==> src/rtl/mesh_pkg.sv <==
////////////////////
// mesh packet format
////////////////////

package mesh_pkg;

   // plain widths with a meaning
   typedef logic [31:0] mesh_addr_t;   // mesh byte address
   typedef logic [31:0] mesh_data_t;   // one data word
   typedef logic [7:0]  mesh_ctrl_t;   // bit 1 marks a write

   // 104 bit mesh packet, srcaddr on top
   typedef struct packed {
      mesh_addr_t srcaddr;   // [103:72]
      mesh_data_t data;      // [71:40]
      mesh_addr_t dstaddr;   // [39:8]
      mesh_ctrl_t ctrl;      // [7:0]
   } mesh_packet_t;

   // translated packet with the upper address word alongside
   typedef struct packed {
      mesh_addr_t   dst_hi;   // bits 63..32 of the new address
      mesh_packet_t packet;   // dstaddr holds bits 31..0
   } mesh_xlat_t;

endpackage
==> src/rtl/mmu_pkg.sv <==
////////////////////
// translation table types
////////////////////

package mmu_pkg;

   // table entry, only 43..0 go into the address
   typedef logic [47:0] mmu_entry_t;

   // config address
   // 14..3 entry index, 2 picks the half
   typedef logic [14:0] mmu_cfg_addr_t;

   // per-half write strobe
   typedef logic [1:0] mmu_half_we_t;   // bit 0 low word, bit 1 high word

   // one configuration beat
   typedef struct packed {
      mmu_cfg_addr_t       addr;
      mesh_pkg::mesh_data_t data;
   } mmu_cfg_t;

endpackage

==> src/rtl/addr_remap.sv <==
////////////////////
// destination remap
////////////////////

`timescale 1ns/1ns

module addr_remap (
   input  mesh_pkg::mesh_packet_t held_pkt,       // packet from the stage
   input  logic                   held_xlat_en,   // translate this one
   input  mmu_pkg::mmu_entry_t    entry,          // table entry for it
   output mesh_pkg::mesh_xlat_t   out_xlat        // rewritten packet
);

   logic [63:0] dst_full;   // 64 bit destination
   logic [19:0] page_off;   // offset kept through translation

   assign page_off = held_pkt.dstaddr[19:0];

   // entry bits 47..44 are not part of the address
   always_comb
   begin
      if (held_xlat_en)
         dst_full = {entry[43:0], page_off};
      else
         dst_full = {32'h0, held_pkt.dstaddr};   // pass through with zero high word
   end

   // everything but dstaddr rides along untouched
   always_comb
   begin
      out_xlat.packet         = held_pkt;
      out_xlat.packet.dstaddr = dst_full[31:0];
      out_xlat.dst_hi         = dst_full[63:32];
   end

endmodule

==> config.mk <==
export PLATFORM = sky130hd
export DESIGN_NAME = addr_remap
export DESIGN_NICKNAME = d
export VERILOG_FILES = /design/src/rtl/mesh_pkg.sv /design/src/rtl/mmu_pkg.sv /design/src/rtl/addr_remap.sv
export SDC_FILE = /design/constraint.sdc
export NUM_CORES = 1
export LEC_CHECK = 0
export ABC_CLOCK_PERIOD_IN_PS = 800
export BUFFER_PORTS_ARGS = -buffer_cell sky130_fd_sc_hd__buf_2
export CORE_AREA = 5 5 110 112
export DETAILED_ROUTE_END_ITERATION = 8
export DIE_AREA = 0 0 115 117
export SETUP_SLACK_MARGIN = 0.2
export SKIP_LAST_GASP = 1
export SLEW_MARGIN = 25
export SYNTH_ARGS = -nofsm -noshare
export SYNTH_HDL_FRONTEND = slang
export SYNTH_SLANG_ARGS = --single-unit
==> constraint.sdc <==
create_clock -name vclk -period 0.8
set_input_delay 0.08 -clock vclk [all_inputs]
set_output_delay 0.08 -clock vclk [all_outputs]
set_load 0.02 [all_outputs]
==> impl_metrics.ini <==
[timing]
whs_ns = 0.160
fin_crit_sh_pct = 106
rsz0062_at_grt = true
period_needed_ns = 0.851
hold_viol = 0
fin_ws_ns = -0.0514
slew-limit-headroom_pct = 95.1
setup-violations-final = 26
tightest_slew_ns = 0.0741
fmax_mhz = 1170
maxSlewViolCount = 0

[floorplanning]
dieWidth_um = 115
die_area_um2 = 13500
row_count = 39
ios = 289
start_util_pct = 9.91
die_h_um = 117
core_um2 = 11100

[synthesis]
synth-simple-area-share_pct = 18.2
ys_seq_area_share_pct = 0
synth_mux_area_share_pct = 15.0
mappedNetlistArea_um2 = 1100
synth_compound_area_share_pct = 0
avgSynthCellArea_um2 = 7.82
ys_warn_count = 0
yosysTopAreaCellShare_pct = 62.7
synth_fa_ha_area_share_pct = 0
yosysUniqueCellTypes = 7
yosysTopAreaCell = buf_4
synth_commonest_cells = buf_4 (92), and2_1 (32), mux2_4 (8)
syn-num-nets = 294
synth_area_leaders = buf_4 (63%), and2_1 (18%), mux2_4 (11%)
synth_top_family_by_area = buffers and inverters
synthXorXnorAreaFrac_pct = 0
syn_inst = 141
yosysMostFrequentCell = buf_4

[placed_design]
place_hpwl_um = 2900
portBuffers = 101
gp_congestion = 0.594

[power]
peakVddDrop_uv = 142
clkPwrFrac_pct = 0
sw_frac_of_total_pct = 39.5
pwr-share-comb_pct = 100.0
p_leak_nw = 0.816
p_sw_mw = 0.385
seqPwrFrac_pct = 0
internal-power_mw = 0.591
powerDensity_nw_per_um2 = 617

[global_route]
grt_max_degree = 12
grt-ovfl-total = 0
grt_pass1_vias = 874
grt_usage_pct = 4.75
grt_pass1_wl_um = 4880
antenna_found_initial = 0

[run]
max_cap_violations = 0

[drt]
drt_iter0_drc = 11
viasPerCell = 2.85
first_pass_iters = 3
antenna_left = 0
vias = 845
routedWlPerCell_um = 12.9
drc = 0
routed_wl_um = 3810

[setup_path]
crit_family = buffers and inverters
endpoint_kind = output port
cp_num_buf_inv = 3
slowest_stage = mux2_4
crit_path_cell_trace = buf_12, buf_16, mux2_4, buf_6
crit_arrival_ns = 0.77
cp_slowest_stage_delay_ns = 0.30
crit_type = input pin to output port
path_max_fanout = 5
start_kind = input pin
worstPathRequired_ns = 0.72

[final_layout]
nClkBuffers = 0
nets = 308
seq_cell_count = 0
fill_cells = 1286
syn2layout_area_growth_pct = 43.5
diodes = 0
fin_util_pct = 14.2
layout-drive-gt1-share_pct = 100
regArea_um2 = 0

[run_status]
violations = setup timing
outcome = finished, violations left

[hold_path]
hp-start = held_pkt[10]
min_path_type = input pin to output port
hold_depth = 0
min_to = out_xlat[10]

[clock_network]
ctsHoldBuffers = 0
==> layer usage <==
layer	share of wire (%)	GRT usage [%]
met2	55	9.49
met5	0	0
met4	5.1	2.58
met3	13	1.54
met1	27	4.14
==> power groups by stage <==
stage	combinational [mW]	clock [mW]	sequential, mW
4_1_cts	0.963	0	0
3_5_place_dp	0.703	0	0
3_3_place_gp	0.699	0	0
6_report	0.976	0	0
5_1_grt	1.03	0	0
2_1_floorplan	1.10	0	0
==> kinds of logic after synthesis <==
| family | after synthesis |
|---|---|
| simple gates | 32 |
| buf+inv | 97 |
| mux | 12 |
==> cell type report <==
type	instances	area, µm²	area share [%]
timing repair buffer	109	943	59.7
tap	143	179	11.3
multi-input combinational	44	459	29.0
==> timing repair <==
action | 4_1_cts | 5_1_grt
gates cloned | 2 | 0
setup buffers | 0 | 1
resized for setup | 100 | 6
endpoints found under the setup margin | 44 | 44
==> stage by stage <==
stage	TNS (ns)	cells	power (mW)	setup slack, ns	area [µm²]
2_1_floorplan	0	141	1.10	0.0662	1180
3_3_place_gp	-3.12	293	0.699	-0.127	1180
3_5_place_dp	-3.35	293	0.703	-0.133	1180
6_report	-0.632	296	0.976	-0.0514	1580
4_1_cts	-0.864	295	0.963	-0.0571	1550
5_1_grt	-1.29	296	1.03	-0.0675	1580
==> worst max path at each step <==
stage	start	to	slack, ns	cells past startpoint
after floorplan	held_xlat_en	out_xlat[32]	0.07	3
after global placement	held_xlat_en	out_xlat[36]	-0.13	4
after detailed placement	held_xlat_en	out_xlat[36]	-0.13	4
after CTS	held_xlat_en	out_xlat[36]	-0.06	4
after global routing	held_xlat_en	out_xlat[35]	-0.07	4
final	held_xlat_en	out_xlat[32]	-0.05	4
==> placed cells by master (no fill, tap or decap) <==
master / Yosys / layout
buf_8: 0 / 3
buf_12: 1 / 2
and2_2: 0 / 1
buf_16: 0 / 1
mux2_4: 8 / 12
buf_6: 1 / 46
bufbuf_16: 0 / 1
and2_4: 0 / 31
buf_2: 3 / 56
(Power assumes the default switching activity.)
